`src/verilog/periph_defs.svh`:
```
`ifndef PERIPH_DEFS_SVH
`define PERIPH_DEFS_SVH

`default_nettype none

// ----------------------------------------------------------
// Bus widths
// ----------------------------------------------------------
`define PERIPH_ADDR_W 16
`define PERIPH_DATA_W 32

// Timer channels
`define PERIPH_N_TIMER 2

// ----------------------------------------------------------
// Interrupt controller sizing
// ----------------------------------------------------------
`define PERIPH_N_SRC 16
`define PERIPH_SRC_ID_W 4
`define PERIPH_PRIO_W 3
`define PERIPH_N_TGT 2
`define PERIPH_N_EVT 8

// 4 KiB regions, anything above falls to the error responder
`define PERIPH_TIMER_BASE 16'h0000
`define PERIPH_IRQ_BASE 16'h1000

`define PERIPH_ERR_DATA 32'hdeadbeef

`default_nettype wire

`endif

```
`src/verilog/periph_bus_pkg.sv`:
```
`include "periph_defs.svh"

`default_nettype none

package periph_bus_pkg;

    // Byte address on the APB side
    typedef logic [`PERIPH_ADDR_W-1:0] addr_t;

    // One APB data word
    typedef logic [`PERIPH_DATA_W-1:0] data_t;

    // Decoded target of a transfer
    typedef enum logic [1:0] {
        TIMER,
        IRQ,
        NONE
    } region_e;

endpackage

`default_nettype wire

```
`src/verilog/periph_irq_pkg.sv`:
```
`include "periph_defs.svh"

`default_nettype none

package periph_irq_pkg;

    // One bit per interrupt source, bit 0 is never used
    typedef logic [`PERIPH_N_SRC-1:0] src_vec_t;

    // Source number, 0 means no interrupt
    typedef logic [`PERIPH_SRC_ID_W-1:0] src_id_t;

    // Priority 0 is never taken
    typedef logic [`PERIPH_PRIO_W-1:0] prio_t;

    // One bit per target
    typedef logic [`PERIPH_N_TGT-1:0] tgt_vec_t;

    // External event lines
    typedef logic [`PERIPH_N_EVT-1:0] evt_vec_t;

endpackage

`default_nettype wire

```
`src/verilog/apb_decoder.sv`:
```
`include "periph_defs.svh"

`default_nettype none

module apb_decoder (
    input  logic                  psel_i,
    input  logic                  penable_i,
    input  logic                  pwrite_i,
    input  periph_bus_pkg::addr_t paddr_i,
    input  periph_bus_pkg::data_t pwdata_i,
    output periph_bus_pkg::data_t prdata_o,
    output logic                  pready_o,
    output logic                  pslverr_o,
    output logic                  timer_sel_o,
    output logic                  irq_sel_o,
    input  periph_bus_pkg::data_t timer_rdata_i,
    input  periph_bus_pkg::data_t irq_rdata_i
);

    // Regions are 4 KiB, so the page number sits above bit 12
    localparam int region_lsb = 12;
    localparam int page_w = `PERIPH_ADDR_W - region_lsb;
    localparam periph_bus_pkg::addr_t timer_base = `PERIPH_TIMER_BASE;
    localparam periph_bus_pkg::addr_t irq_base = `PERIPH_IRQ_BASE;

    periph_bus_pkg::region_e region;
    logic [page_w-1:0]       page;
    logic                    access;

    assign page = paddr_i[`PERIPH_ADDR_W-1:region_lsb];
    assign access = psel_i & penable_i;

    always_comb begin
        if (page == timer_base[`PERIPH_ADDR_W-1:region_lsb]) begin
            region = periph_bus_pkg::TIMER;
        end else if (page == irq_base[`PERIPH_ADDR_W-1:region_lsb]) begin
            region = periph_bus_pkg::IRQ;
        end else begin
            region = periph_bus_pkg::NONE;
        end
    end

    // Selects follow psel through both phases
    assign timer_sel_o = psel_i & (region == periph_bus_pkg::TIMER);
    assign irq_sel_o   = psel_i & (region == periph_bus_pkg::IRQ);

    // ----------------------------------------------------------
    // Zero-wait response for every region
    // ----------------------------------------------------------
    assign pready_o  = access;
    assign pslverr_o = access & (region == periph_bus_pkg::NONE);

    always_comb begin
        case (region)
            periph_bus_pkg::TIMER: prdata_o = timer_rdata_i;
            periph_bus_pkg::IRQ:   prdata_o = irq_rdata_i;
            default:               prdata_o = `PERIPH_ERR_DATA;
        endcase
    end

    // Sampled at the start of each access phase
    a_one_hot_sel: assert property (@(posedge penable_i)
        psel_i |-> !(timer_sel_o && irq_sel_o));

    // Host keeps write data defined across the transfer
    a_wdata_known: assert property (@(posedge penable_i)
        (psel_i && pwrite_i) |-> !$isunknown(pwdata_i));

endmodule

`default_nettype wire

```
`src/verilog/apb_timer.sv`:
```
`include "periph_defs.svh"

`default_nettype none

module apb_timer (
    input  logic                        clk_i,
    input  logic                        rst_i,
    input  logic                        sel_i,
    input  logic                        penable_i,
    input  logic                        pwrite_i,
    input  periph_bus_pkg::addr_t       addr_i,
    input  periph_bus_pkg::data_t       wdata_i,
    output periph_bus_pkg::data_t       rdata_o,
    output logic [`PERIPH_N_TIMER-1:0]  irq_o
);

    localparam int n_ch = `PERIPH_N_TIMER;
    localparam int ch_w = (n_ch > 1) ? $clog2(n_ch) : 1;

    // Register index inside a 16-byte channel block
    localparam logic [1:0] reg_ctrl   = 2'd0;
    localparam logic [1:0] reg_count  = 2'd1;
    localparam logic [1:0] reg_cmp    = 2'd2;
    localparam logic [1:0] reg_status = 2'd3;

    logic [n_ch-1:0]       en_q;
    logic [n_ch-1:0]       ie_q;
    logic [n_ch-1:0]       status_q;
    periph_bus_pkg::data_t count_q [n_ch];
    periph_bus_pkg::data_t cmp_q [n_ch];

    logic [ch_w-1:0] chan;
    logic [1:0]      reg_idx;
    logic            hit;
    logic            wr_en;

    assign chan    = addr_i[4 +: ch_w];
    assign reg_idx = addr_i[3:2];
    assign hit     = (addr_i[11:4] < n_ch);
    assign wr_en   = sel_i & penable_i & pwrite_i & hit;

    // ----------------------------------------------------------
    // Counters and register writes
    // ----------------------------------------------------------
    always_ff @(posedge clk_i) begin
        if (rst_i) begin
            en_q     <= '0;
            ie_q     <= '0;
            status_q <= '0;
            for (int c = 0; c < n_ch; c++) begin
                count_q[c] <= '0;
                cmp_q[c]   <= '0;
            end
        end else begin
            for (int c = 0; c < n_ch; c++) begin
                // Write-one-to-clear, a match in the same cycle wins
                if (wr_en && chan == ch_w'(c) && reg_idx == reg_status && wdata_i[0]) begin
                    status_q[c] <= 1'b0;
                end

                if (en_q[c]) begin
                    if (count_q[c] == cmp_q[c]) begin
                        count_q[c]  <= '0;
                        status_q[c] <= 1'b1;
                    end else begin
                        count_q[c] <= count_q[c] + 1'b1;
                    end
                end

                // Host write to COUNT overrides the increment
                if (wr_en && chan == ch_w'(c)) begin
                    case (reg_idx)
                        reg_ctrl: begin
                            en_q[c] <= wdata_i[0];
                            ie_q[c] <= wdata_i[1];
                        end
                        reg_count: count_q[c] <= wdata_i;
                        reg_cmp:   cmp_q[c] <= wdata_i;
                        default: ;
                    endcase
                end
            end
        end
    end

    // ----------------------------------------------------------
    // Read side and interrupt lines
    // ----------------------------------------------------------
    always_comb begin
        rdata_o = '0;
        if (hit) begin
            case (reg_idx)
                reg_ctrl:  rdata_o[1:0] = {ie_q[chan], en_q[chan]};
                reg_count: rdata_o = count_q[chan];
                reg_cmp:   rdata_o = cmp_q[chan];
                default:   rdata_o[0] = status_q[chan];
            endcase
        end
    end

    assign irq_o = status_q & ie_q;

    // A match can only come from a running channel
    a_status_needs_en: assert property (@(posedge clk_i) disable iff (rst_i)
        (status_q & ~$past(status_q) & ~$past(en_q)) == '0);

endmodule

`default_nettype wire

```
`src/verilog/irq_controller.sv`:
```
`include "periph_defs.svh"

`default_nettype none

module irq_controller (
    input  logic                     clk_i,
    input  logic                     rst_i,
    input  logic                     sel_i,
    input  logic                     penable_i,
    input  logic                     pwrite_i,
    input  periph_bus_pkg::addr_t    addr_i,
    input  periph_bus_pkg::data_t    wdata_i,
    output periph_bus_pkg::data_t    rdata_o,
    input  periph_irq_pkg::src_vec_t src_i,
    output periph_irq_pkg::tgt_vec_t irq_o
);

    localparam int n_src = `PERIPH_N_SRC;
    localparam int n_tgt = `PERIPH_N_TGT;
    localparam int id_w = `PERIPH_SRC_ID_W;
    localparam int prio_w = `PERIPH_PRIO_W;
    localparam int tgt_w = (n_tgt > 1) ? $clog2(n_tgt) : 1;

    periph_irq_pkg::src_vec_t pending_q;
    periph_irq_pkg::src_vec_t in_serv_q;
    periph_irq_pkg::prio_t    prio_q [n_src];
    periph_irq_pkg::src_vec_t enable_q [n_tgt];
    periph_irq_pkg::prio_t    thresh_q [n_tgt];

    periph_irq_pkg::src_id_t  best_id [n_tgt];
    periph_irq_pkg::prio_t    best_prio [n_tgt];

    periph_irq_pkg::src_vec_t pending_d;
    periph_irq_pkg::src_vec_t in_serv_d;
    periph_irq_pkg::src_vec_t claim_mask;
    periph_irq_pkg::src_vec_t complete_mask;

    logic [11:0]             off;
    periph_irq_pkg::src_id_t prio_idx;
    logic [tgt_w-1:0]        en_tgt;
    logic [tgt_w-1:0]        ctl_tgt;
    logic                    prio_hit;
    logic                    pend_hit;
    logic                    en_hit;
    logic                    thr_hit;
    logic                    clm_hit;
    logic                    wr_en;
    logic                    rd_en;

    // ----------------------------------------------------------
    // Register decode
    // ----------------------------------------------------------
    assign off      = addr_i[11:0];
    assign prio_idx = off[2 +: id_w];
    assign en_tgt   = off[2 +: tgt_w];
    assign ctl_tgt  = off[4 +: tgt_w];

    assign prio_hit = (off[11:8] == 4'h0) && (off[7:2] < n_src);
    assign pend_hit = (off == 12'h080);
    assign en_hit   = (off[11:8] == 4'h1) && (off[7:2] < n_tgt);
    assign thr_hit  = (off[11:8] == 4'h2) && (off[7:4] < n_tgt) && (off[3:0] == 4'h0);
    assign clm_hit  = (off[11:8] == 4'h2) && (off[7:4] < n_tgt) && (off[3:0] == 4'h4);

    assign wr_en = sel_i & penable_i & pwrite_i;
    assign rd_en = sel_i & penable_i & ~pwrite_i;

    // Best candidate per target, ties go to the lowest ID
    always_comb begin
        for (int t = 0; t < n_tgt; t++) begin
            best_id[t]   = '0;
            best_prio[t] = thresh_q[t];
            for (int s = 1; s < n_src; s++) begin
                if (pending_q[s] && enable_q[t][s] && prio_q[s] > best_prio[t]) begin
                    best_id[t]   = periph_irq_pkg::src_id_t'(s);
                    best_prio[t] = prio_q[s];
                end
            end
            irq_o[t] = (best_id[t] != '0);
        end
    end

    // Claim on read, complete on write
    always_comb begin
        claim_mask    = '0;
        complete_mask = '0;
        if (clm_hit && rd_en && best_id[ctl_tgt] != '0) begin
            claim_mask[best_id[ctl_tgt]] = 1'b1;
        end
        if (clm_hit && wr_en) begin
            complete_mask[wdata_i[id_w-1:0]] = 1'b1;
        end
    end

    // ----------------------------------------------------------
    // Level gateways
    // ----------------------------------------------------------
    always_comb begin
        pending_d    = (pending_q | (src_i & ~in_serv_q)) & ~claim_mask;
        pending_d[0] = 1'b0;
        in_serv_d    = (in_serv_q | claim_mask) & ~complete_mask;
    end

    always_ff @(posedge clk_i) begin
        if (rst_i) begin
            pending_q <= '0;
            in_serv_q <= '0;
            for (int s = 0; s < n_src; s++) begin
                prio_q[s] <= '0;
            end
            for (int t = 0; t < n_tgt; t++) begin
                enable_q[t] <= '0;
                thresh_q[t] <= '0;
            end
        end else begin
            pending_q <= pending_d;
            in_serv_q <= in_serv_d;
            // Source 0 keeps priority 0
            if (wr_en && prio_hit && prio_idx != '0) begin
                prio_q[prio_idx] <= wdata_i[prio_w-1:0];
            end
            if (wr_en && en_hit) begin
                enable_q[en_tgt] <= wdata_i[n_src-1:0];
            end
            if (wr_en && thr_hit) begin
                thresh_q[ctl_tgt] <= wdata_i[prio_w-1:0];
            end
        end
    end

    // ----------------------------------------------------------
    // Read data
    // ----------------------------------------------------------
    always_comb begin
        rdata_o = '0;
        if (prio_hit) begin
            rdata_o[prio_w-1:0] = prio_q[prio_idx];
        end else if (pend_hit) begin
            rdata_o[n_src-1:0] = pending_q;
        end else if (en_hit) begin
            rdata_o[n_src-1:0] = enable_q[en_tgt];
        end else if (thr_hit) begin
            rdata_o[prio_w-1:0] = thresh_q[ctl_tgt];
        end else if (clm_hit) begin
            rdata_o[id_w-1:0] = best_id[ctl_tgt];
        end
    end

    a_no_src0: assert property (@(posedge clk_i) disable iff (rst_i)
        !pending_q[0]);

    // Claim moves a bit from pending to in service in one step
    a_pend_xor_serv: assert property (@(posedge clk_i) disable iff (rst_i)
        (pending_q & in_serv_q) == '0);

endmodule

`default_nettype wire

```
`src/verilog/periph_top.sv`:
```
`include "periph_defs.svh"

`default_nettype none

module periph_top (
    input  logic                     clk_i,
    input  logic                     rst_i,
    input  logic                     psel_i,
    input  logic                     penable_i,
    input  logic                     pwrite_i,
    input  periph_bus_pkg::addr_t    paddr_i,
    input  periph_bus_pkg::data_t    pwdata_i,
    output periph_bus_pkg::data_t    prdata_o,
    output logic                     pready_o,
    output logic                     pslverr_o,
    input  periph_irq_pkg::evt_vec_t evt_i,
    input  logic                     mbox_irq_i,
    output periph_irq_pkg::tgt_vec_t irq_o
);

    // Source map, index 0 means no interrupt
    localparam int timer_lsb = 1;
    localparam int evt_lsb = timer_lsb + `PERIPH_N_TIMER;
    localparam int mbox_idx = evt_lsb + `PERIPH_N_EVT;

    logic                       timer_sel;
    logic                       irq_sel;
    periph_bus_pkg::data_t      timer_rdata;
    periph_bus_pkg::data_t      irq_rdata;
    logic [`PERIPH_N_TIMER-1:0] timer_irq;
    periph_irq_pkg::src_vec_t   irq_src;

    assign irq_src[0] = 1'b0;
    assign irq_src[evt_lsb-1:timer_lsb] = timer_irq;
    assign irq_src[mbox_idx-1:evt_lsb] = evt_i;
    assign irq_src[mbox_idx] = mbox_irq_i;
    // Reserved
    assign irq_src[`PERIPH_N_SRC-1:mbox_idx+1] = '0;

    apb_decoder u_apb_decoder (
        .psel_i        ( psel_i      ),
        .penable_i     ( penable_i   ),
        .pwrite_i      ( pwrite_i    ),
        .paddr_i       ( paddr_i     ),
        .pwdata_i      ( pwdata_i    ),
        .prdata_o      ( prdata_o    ),
        .pready_o      ( pready_o    ),
        .pslverr_o     ( pslverr_o   ),
        .timer_sel_o   ( timer_sel   ),
        .irq_sel_o     ( irq_sel     ),
        .timer_rdata_i ( timer_rdata ),
        .irq_rdata_i   ( irq_rdata   )
    );

    apb_timer u_apb_timer (
        .clk_i     ( clk_i       ),
        .rst_i     ( rst_i       ),
        .sel_i     ( timer_sel   ),
        .penable_i ( penable_i   ),
        .pwrite_i  ( pwrite_i    ),
        .addr_i    ( paddr_i     ),
        .wdata_i   ( pwdata_i    ),
        .rdata_o   ( timer_rdata ),
        .irq_o     ( timer_irq   )
    );

    irq_controller u_irq_controller (
        .clk_i     ( clk_i     ),
        .rst_i     ( rst_i     ),
        .sel_i     ( irq_sel   ),
        .penable_i ( penable_i ),
        .pwrite_i  ( pwrite_i  ),
        .addr_i    ( paddr_i   ),
        .wdata_i   ( pwdata_i  ),
        .rdata_o   ( irq_rdata ),
        .src_i     ( irq_src   ),
        .irq_o     ( irq_o     )
    );

endmodule

`default_nettype wire

```
`config.mk`:
```
export PLATFORM = sky130hd
export DESIGN_NAME = periph_top
export DESIGN_NICKNAME = d
export VERILOG_FILES = /design/src/verilog/periph_bus_pkg.sv /design/src/verilog/periph_irq_pkg.sv /design/src/verilog/apb_decoder.sv /design/src/verilog/apb_timer.sv /design/src/verilog/irq_controller.sv /design/src/verilog/periph_top.sv
export VERILOG_INCLUDE_DIRS = /design/src /design/src/verilog
export SDC_FILE = /design/constraint.sdc
export NUM_CORES = 1
export LEC_CHECK = 0
export ABC_AREA = 1
export BUFFER_PORTS_ARGS = -buffer_cell sky130_fd_sc_hd__buf_4
export CAP_MARGIN = 10
export CORE_MARGIN = 2
export CORE_UTILIZATION = 50
export DETAILED_ROUTE_END_ITERATION = 6
export GPL_ROUTABILITY_DRIVEN = 0
export GPL_TIMING_DRIVEN = 1
export PLACE_DENSITY = 0.74
export SYNTH_ARGS = -nofsm -noshare
export SYNTH_HDL_FRONTEND = slang
export SYNTH_SLANG_ARGS = --single-unit
```
`constraint.sdc`:
```
create_clock -name clk_i -period 40.6 [get_ports clk_i]
set_input_delay 0 -clock clk_i [delete_from_list [all_inputs] [get_ports clk_i]]
set_output_delay 0 -clock clk_i [all_outputs]
set_load 0.02 [all_outputs]
```
**Word level (Yosys, flattened, before mapping)**

Memory sizes are Yosys's and may differ from the RTL's.
Cells that the tools add are included.

- Reductions and logical operators: 94
- Shifts and indexed selects: 0
- Magnitude comparators: 40
- Eq/ne operators: 12
- Multiply operators: 0
- Bitwise logic cells: 30
- Muxes and demuxes: 152
- Div/mod/pow operators: 0
- Add/subtract/negate cells: 2

Operators with widths:

| operator | count |
|---|---|
| $mux W32 | 9 |
| $mux W4 | 28 |
| $mux W3 | 36 |
| $gt A3 B3 Y1 | 30 |
| $logic_and A1 B1 Y1 | 80 |
| $add A32 B1 Y32 const B | 2 |
| $eq A32 B32 Y1 | 2 |
| $mux W16 | 4 |
| $pmux W32 S2 | 1 |
| $mux W1 | 63 |
| $pmux W30 S2 | 1 |
| $not A16 Y16 | 3 |
| $and A16 B16 Y16 | 2 |
| $or A16 B16 Y16 | 2 |
| $and A12 B16 Y16 | 1 |
| $reduce_bool A4 Y1 | 4 |
| $reduce_or A16 Y1 | 1 |
| $mux W13 | 1 |
| $eq A12 B8 Y1 const B | 1 |
| $logic_not A4 Y1 | 3 |
| $mux W12 | 1 |
| $and A1 B1 Y1 | 10 |
| $lt A4 B5 Y1 const B | 2 |
| $demux W1 S4 | 2 |
| other kinds (21) | 41 |

- Output and inout bits: 36
- ROM bits: 0
- RAM bits: 214
- Word-level logic and storage cells: 343
- Memories: 5
- Bits in registers: 38
- Latch bits: 0

Memories:

| memory | words | bits a word | read ports | clocked after memory_dff | write ports | line | RTL |
|---|---|---|---|---|---|---|---|
| u_apb_timer.cmp_q | 2 | 32 | 3 | 0 | 2 | apb_timer.sv:30 | `periph_bus_pkg::data_t cmp_q [n_ch];` |
| u_apb_timer.count_q | 2 | 32 | 3 | 0 | 2 | apb_timer.sv:29 | `periph_bus_pkg::data_t count_q [n_ch];` |
| u_irq_controller.prio_q | 16 | 3 | 16 | 0 | 16 | irq_controller.sv:26 | `periph_irq_pkg::prio_t prio_q [n_src];` |
| u_irq_controller.enable_q | 2 | 16 | 3 | 0 | 2 | irq_controller.sv:27 | `periph_irq_pkg::src_vec_t enable_q [n_tgt];` |
| u_irq_controller.thresh_q | 2 | 3 | 3 | 0 | 2 | irq_controller.sv:28 | `periph_irq_pkg::prio_t thresh_q [n_tgt];` |

**Depth between registers and ports, before layout**

An unclocked memory read counts as a cell.

- Depth after elaboration: 56
- Depth in mapped cells: 122
- Mapped depth without buffers: 122

**Modules after synthesis**

From an unflattened synthesis, not the netlist that was laid out.

- Cells, all modules: 2659
- Area, all modules: 19413.6 um^2

By module, submodules not included:

| module | cells each | area an instance (um^2) | times used |
|---|---|---|---|
| apb_timer | 1222 | 9347.7 | 1 |
| irq_controller | 1249 | 9230.1 | 1 |
| apb_decoder | 187 | 832.0 | 1 |
| periph_top | 1 | 3.8 | 1 |

**Worst setup path after synthesis**

No wires, ideal clock.

- Path type: reg2reg
- Start point: memory u_irq_controller.prio_q[1][2] (netlist name)
- End point: register u_irq_controller.pending_q[1]
- Path slack: 25629 ps
- Data required time: 40467 ps
- Arrival time: 14838 ps
- Stages on the path, launching flop included: 104
- Path buffers: 0
- Path through: edfxtp_1 ha_1 a21oi_1 nand2_2 nand2_4 nand2_1 o21ai_0 ha_1 o21ai_0 nand3_1 nand3_1 nand2_2 o21ai_0 ha_1 or2_2 o22ai_1 inv_2 nand2_2 [68 not listed] o21ai_0 nand4_1 nand2_1 o21ai_0 ha_1 a21oi_1 o21ai_0 nand4_1 nand2_1 inv_1 nand2_1 inv_1 nand3_2 nand2_1 nand2_1 nor2_4 nand2_1 nor3b_1

RTL lines:

| what | line | RTL |
|---|---|---|
| from (decl) | irq_controller.sv:26 |  |
| to (signal assigned) | irq_controller.sv:115 | `pending_q <= pending_d;` |
| to (decl) | irq_controller.sv:24 | `periph_irq_pkg::src_vec_t pending_q;` |

==> impl_metrics.json <==
{
  "wl_per_cell_um": 20.4,
  "ir_drop_uv": 31.6,
  "crit_buf_inv": 10,
  "die_h_um": 189,
  "seq_power_share_pct": 44.8,
  "grt_pass1_wl_um": 86700,
  "cp.arrival_ns": 18.48,
  "root_buffer": "clkbuf_16",
  "start_util_pct": 51.0,
  "antenna_left": 0,
  "cts-buffers-inserted": 27,
  "synth-seq-cells": 246,
  "clkSinkCount": 246,
  "htree_levels": 1,
  "setup_viol_count_final": 0,
  "synth.distinct_cells": 57,
  "num_vias": 16700,
  "antenna_found_initial": 1,
  "hp-class": "input port to register",
  "dp.cells": 2715,
  "cts_hold_buf": 47,
  "regArea_mm2": 0.00707,
  "layout_commonest_cell": "nand2_1",
  "netlist.top_cell.by_area": "edfxtp_1",
  "rsz0062_at_grt": "no",
  "multi_input_area_mm2": 0.00882,
  "finalNonFillerCells": 2806,
  "nNetsFinal": 2454,
  "fmax_mhz": 54.1,
  "io_pins": 98,
  "synthCells": 2223,
  "synthArstFlopShare_pct": 0,
  "worst_pin_slew_ns": 1.15,
  "synth_ff_type": "edfxtp_1",
  "fillers": 3110,
  "cts_buffer_depth": 3,
  "hold_viol_final": 0,
  "firstDrtPassIters": 5,
  "max_stage_delay_ns": 0.47,
  "die_area_mm2": 0.0358,
  "sw_frac_of_total_pct": 29.6,
  "layout_common_cells": "421 x nand2_1, 253 x inv_1, 242 x o21ai_0",
  "die_w_um": 189,
  "drive_gt1_share_pct": 13.4,
  "internal_power_w": 0.000465,
  "required_ns": 40.60,
  "io_buffers": 97,
  "diodes": 0,
  "num_rows": 67,
  "postCtsSetupBuffers": 0,
  "final_max_slew_viol_count": 0,
  "viasPerCell": 5.95,
  "ys_seq_area_share_pct": 41.2,
  "drv_cap": 0,
  "critPathMostFrequentCell": "o21ai_0",
  "yosysTopAreaCellShare_pct": 37.4,
  "synth_enable_flop_cells": 214,
  "core_mm2": 0.0337,
  "crit_fanout": 8,
  "wirelength_um": 57300,
  "synth_area_mm2": 0.0172,
  "startpoint_type": "register",
  "maxSlewHeadroom_pct": 23.0,
  "yosys_warnings": 0,
  "critPathCaptureType": "output pin",
  "cellPowerDensity_mw_per_mm2": 33.6,
  "status": "finished, final reports clean",
  "ys_top_cells_by_area": "edfxtp_1 37%, nand2_1 9.2%, o21ai_0 7.1%, inv_1 5.5%, nor2_1 5.2%",
  "final.setup.tns_ns": 0,
  "cp_slowest_cell": "edfxtp_1",
  "leakagePower_nw": 8.19,
  "clockPowerShare_pct": 35.0,
  "route.detailed.drc": 0,
  "first_iter_violations": 1820,
  "area_growth_syn_to_layout_pct": 14.4,
  "syn-mean-instance-area_um2": 7.73,
  "critical_path.top_delay_family": "compound AO/OA/AOI/OAI gates",
  "p_switching_w": 0.000196,
  "grt-ovfl-total": 0,
  "fin_skew_ns": 0.0124,
  "period_minus_slack_ns": 18.48,
  "grt_use_total_pct": 31.1,
  "crit_type": "register to output pin",
  "post_cts_resized": 0,
  "pwr-share-comb_pct": 20.2,
  "cts_tree": "done",
  "clkSlewWorstSetupHoldPaths_ns": 0.06,
  "finalCritPeriodShare_pct": 45.5,
  "clk_latency_ns": 0.54,
  "grt_max_degree": 71,
  "hpwl_um": 41100,
  "grt_pass1_vias": 15700
}
[routing by layer]
layer  global-route usage [%]  wire (um)  up-vias
met5                        0         13        -
met4                     14.8       2810        2
met3                     3.47       5140      180
met2                     54.1      27800      950
met1                     38.7      21600     7788
li1                         -          -     7777
[synth_stat cells, types with 4 or more instances]
library cell and number:
nand3_2 32, nor4_1 13, nor2_2 9, nand3_1 116, nand2_1 421, o21ai_0 244
clkinv_1 6, a21oi_2 4, inv_2 14, o211ai_1 19, a31oi_1 9, dfxtp_1 32
xor2_1 36, o32ai_1 5, edfxtp_1 214, clkbuf_1 73, nand4_1 30, nand2_2 58
a21oi_1 124, o22ai_1 38, o21bai_1 5, nor3_1 44, nand2_4 15, o2111ai_1 10
xnor2_1 49, ha_1 49, nor2_1 239, inv_1 253, or2_2 14
[worst reg2reg max path, delay by kind of cell (launching register included)]
family	cells	cell delay, ns
AOI/OAI and AO/OA	28	6.36
buffers and inverters	10	1.21
DFF	1	0.47
and+or+nand+nor	50	5.60
adders and majority gates	15	4.58
[state kept, by name, summed over array words and instances, names as in the netlist]
name	cells
u_apb_timer.cmp_q	64
u_apb_timer.count_q	64
u_apb_timer.en_q	2
u_apb_timer.ie_q	2
u_apb_timer.status_q	2
u_irq_controller.enable_q	32
u_irq_controller.in_serv_q	11
u_irq_controller.pending_q	15
u_irq_controller.prio_q	48
u_irq_controller.thresh_q	6
[cells by family (layout without fill, tap and decap cells)]
logic type      Yosys count  count (layout)  share of synthesized area, %
xor+xnor                 85              85                          4.34
other cells               1               3                        0.0218
buf+inv                 351             484                          7.71
simple gates           1002            1002                          27.0
mux                       3               3                         0.175
fa+ha+maj                49              49                          3.57
compound gates          486             486                          16.0
flops                   246             246                          41.2
[path summary, 6_finish.rpt]
path / startpoint / endpoint / slack, ns / cells past startpoint
hold / removal: paddr_i[5] / u_irq_controller.prio_q[3][1] / 0.08 / 4
setup / recovery: u_irq_controller.prio_q[1][2] / prdata_o[2] / 22.12 / 102
setup reg to reg: u_irq_controller.prio_q[1][2] / u_irq_controller.pending_q[5] / 22.25 / 103
hold reg to reg: u_irq_controller.in_serv_q[9] / u_irq_controller.in_serv_q[9] / 0.47 / 2
[area by class of cell]
type                       instances  share of cell area [%]
sequential                       246                    36.0
clock inverter                     4                  0.0828
multi-input combinational       1628                    44.9
tap                              448                    2.85
timing repair buffer             165                    6.90
inverter                         275                    5.27
clock buffer                      40                    4.05
[metrics by stage]
step / instance area, um^2 / hold slack [ns] / setup WS, ns / utilization, % / power, W
after floorplan: 17200 / 0.174 / 25.63 / - / 0.000387
after global placement: 18400 / 0.344 / 23.40 / 54.5 / 0.000423
after detailed placement: 18400 / 0.360 / 22.91 / 54.5 / 0.000427
after CTS: 19600 / 0.0562 / 22.30 / 58.3 / 0.000659
after global routing: 19600 / 0.113 / 20.56 / 58.3 / 0.000687
final: 19600 / 0.0795 / 22.12 / 58.3 / 0.000661
[power by group through the flow]
stage                     clock network (W)  logic [W]  registers (W)
after global placement                    0   0.000123       0.000300
after global routing               0.000243   0.000147       0.000297
after CTS                          0.000232   0.000131       0.000295
final                              0.000231   0.000134       0.000296
after detailed placement                  0   0.000127       0.000301
after floorplan                           0  0.0000907       0.000297
No activity file was read; power rests on OpenSTA's default activity.
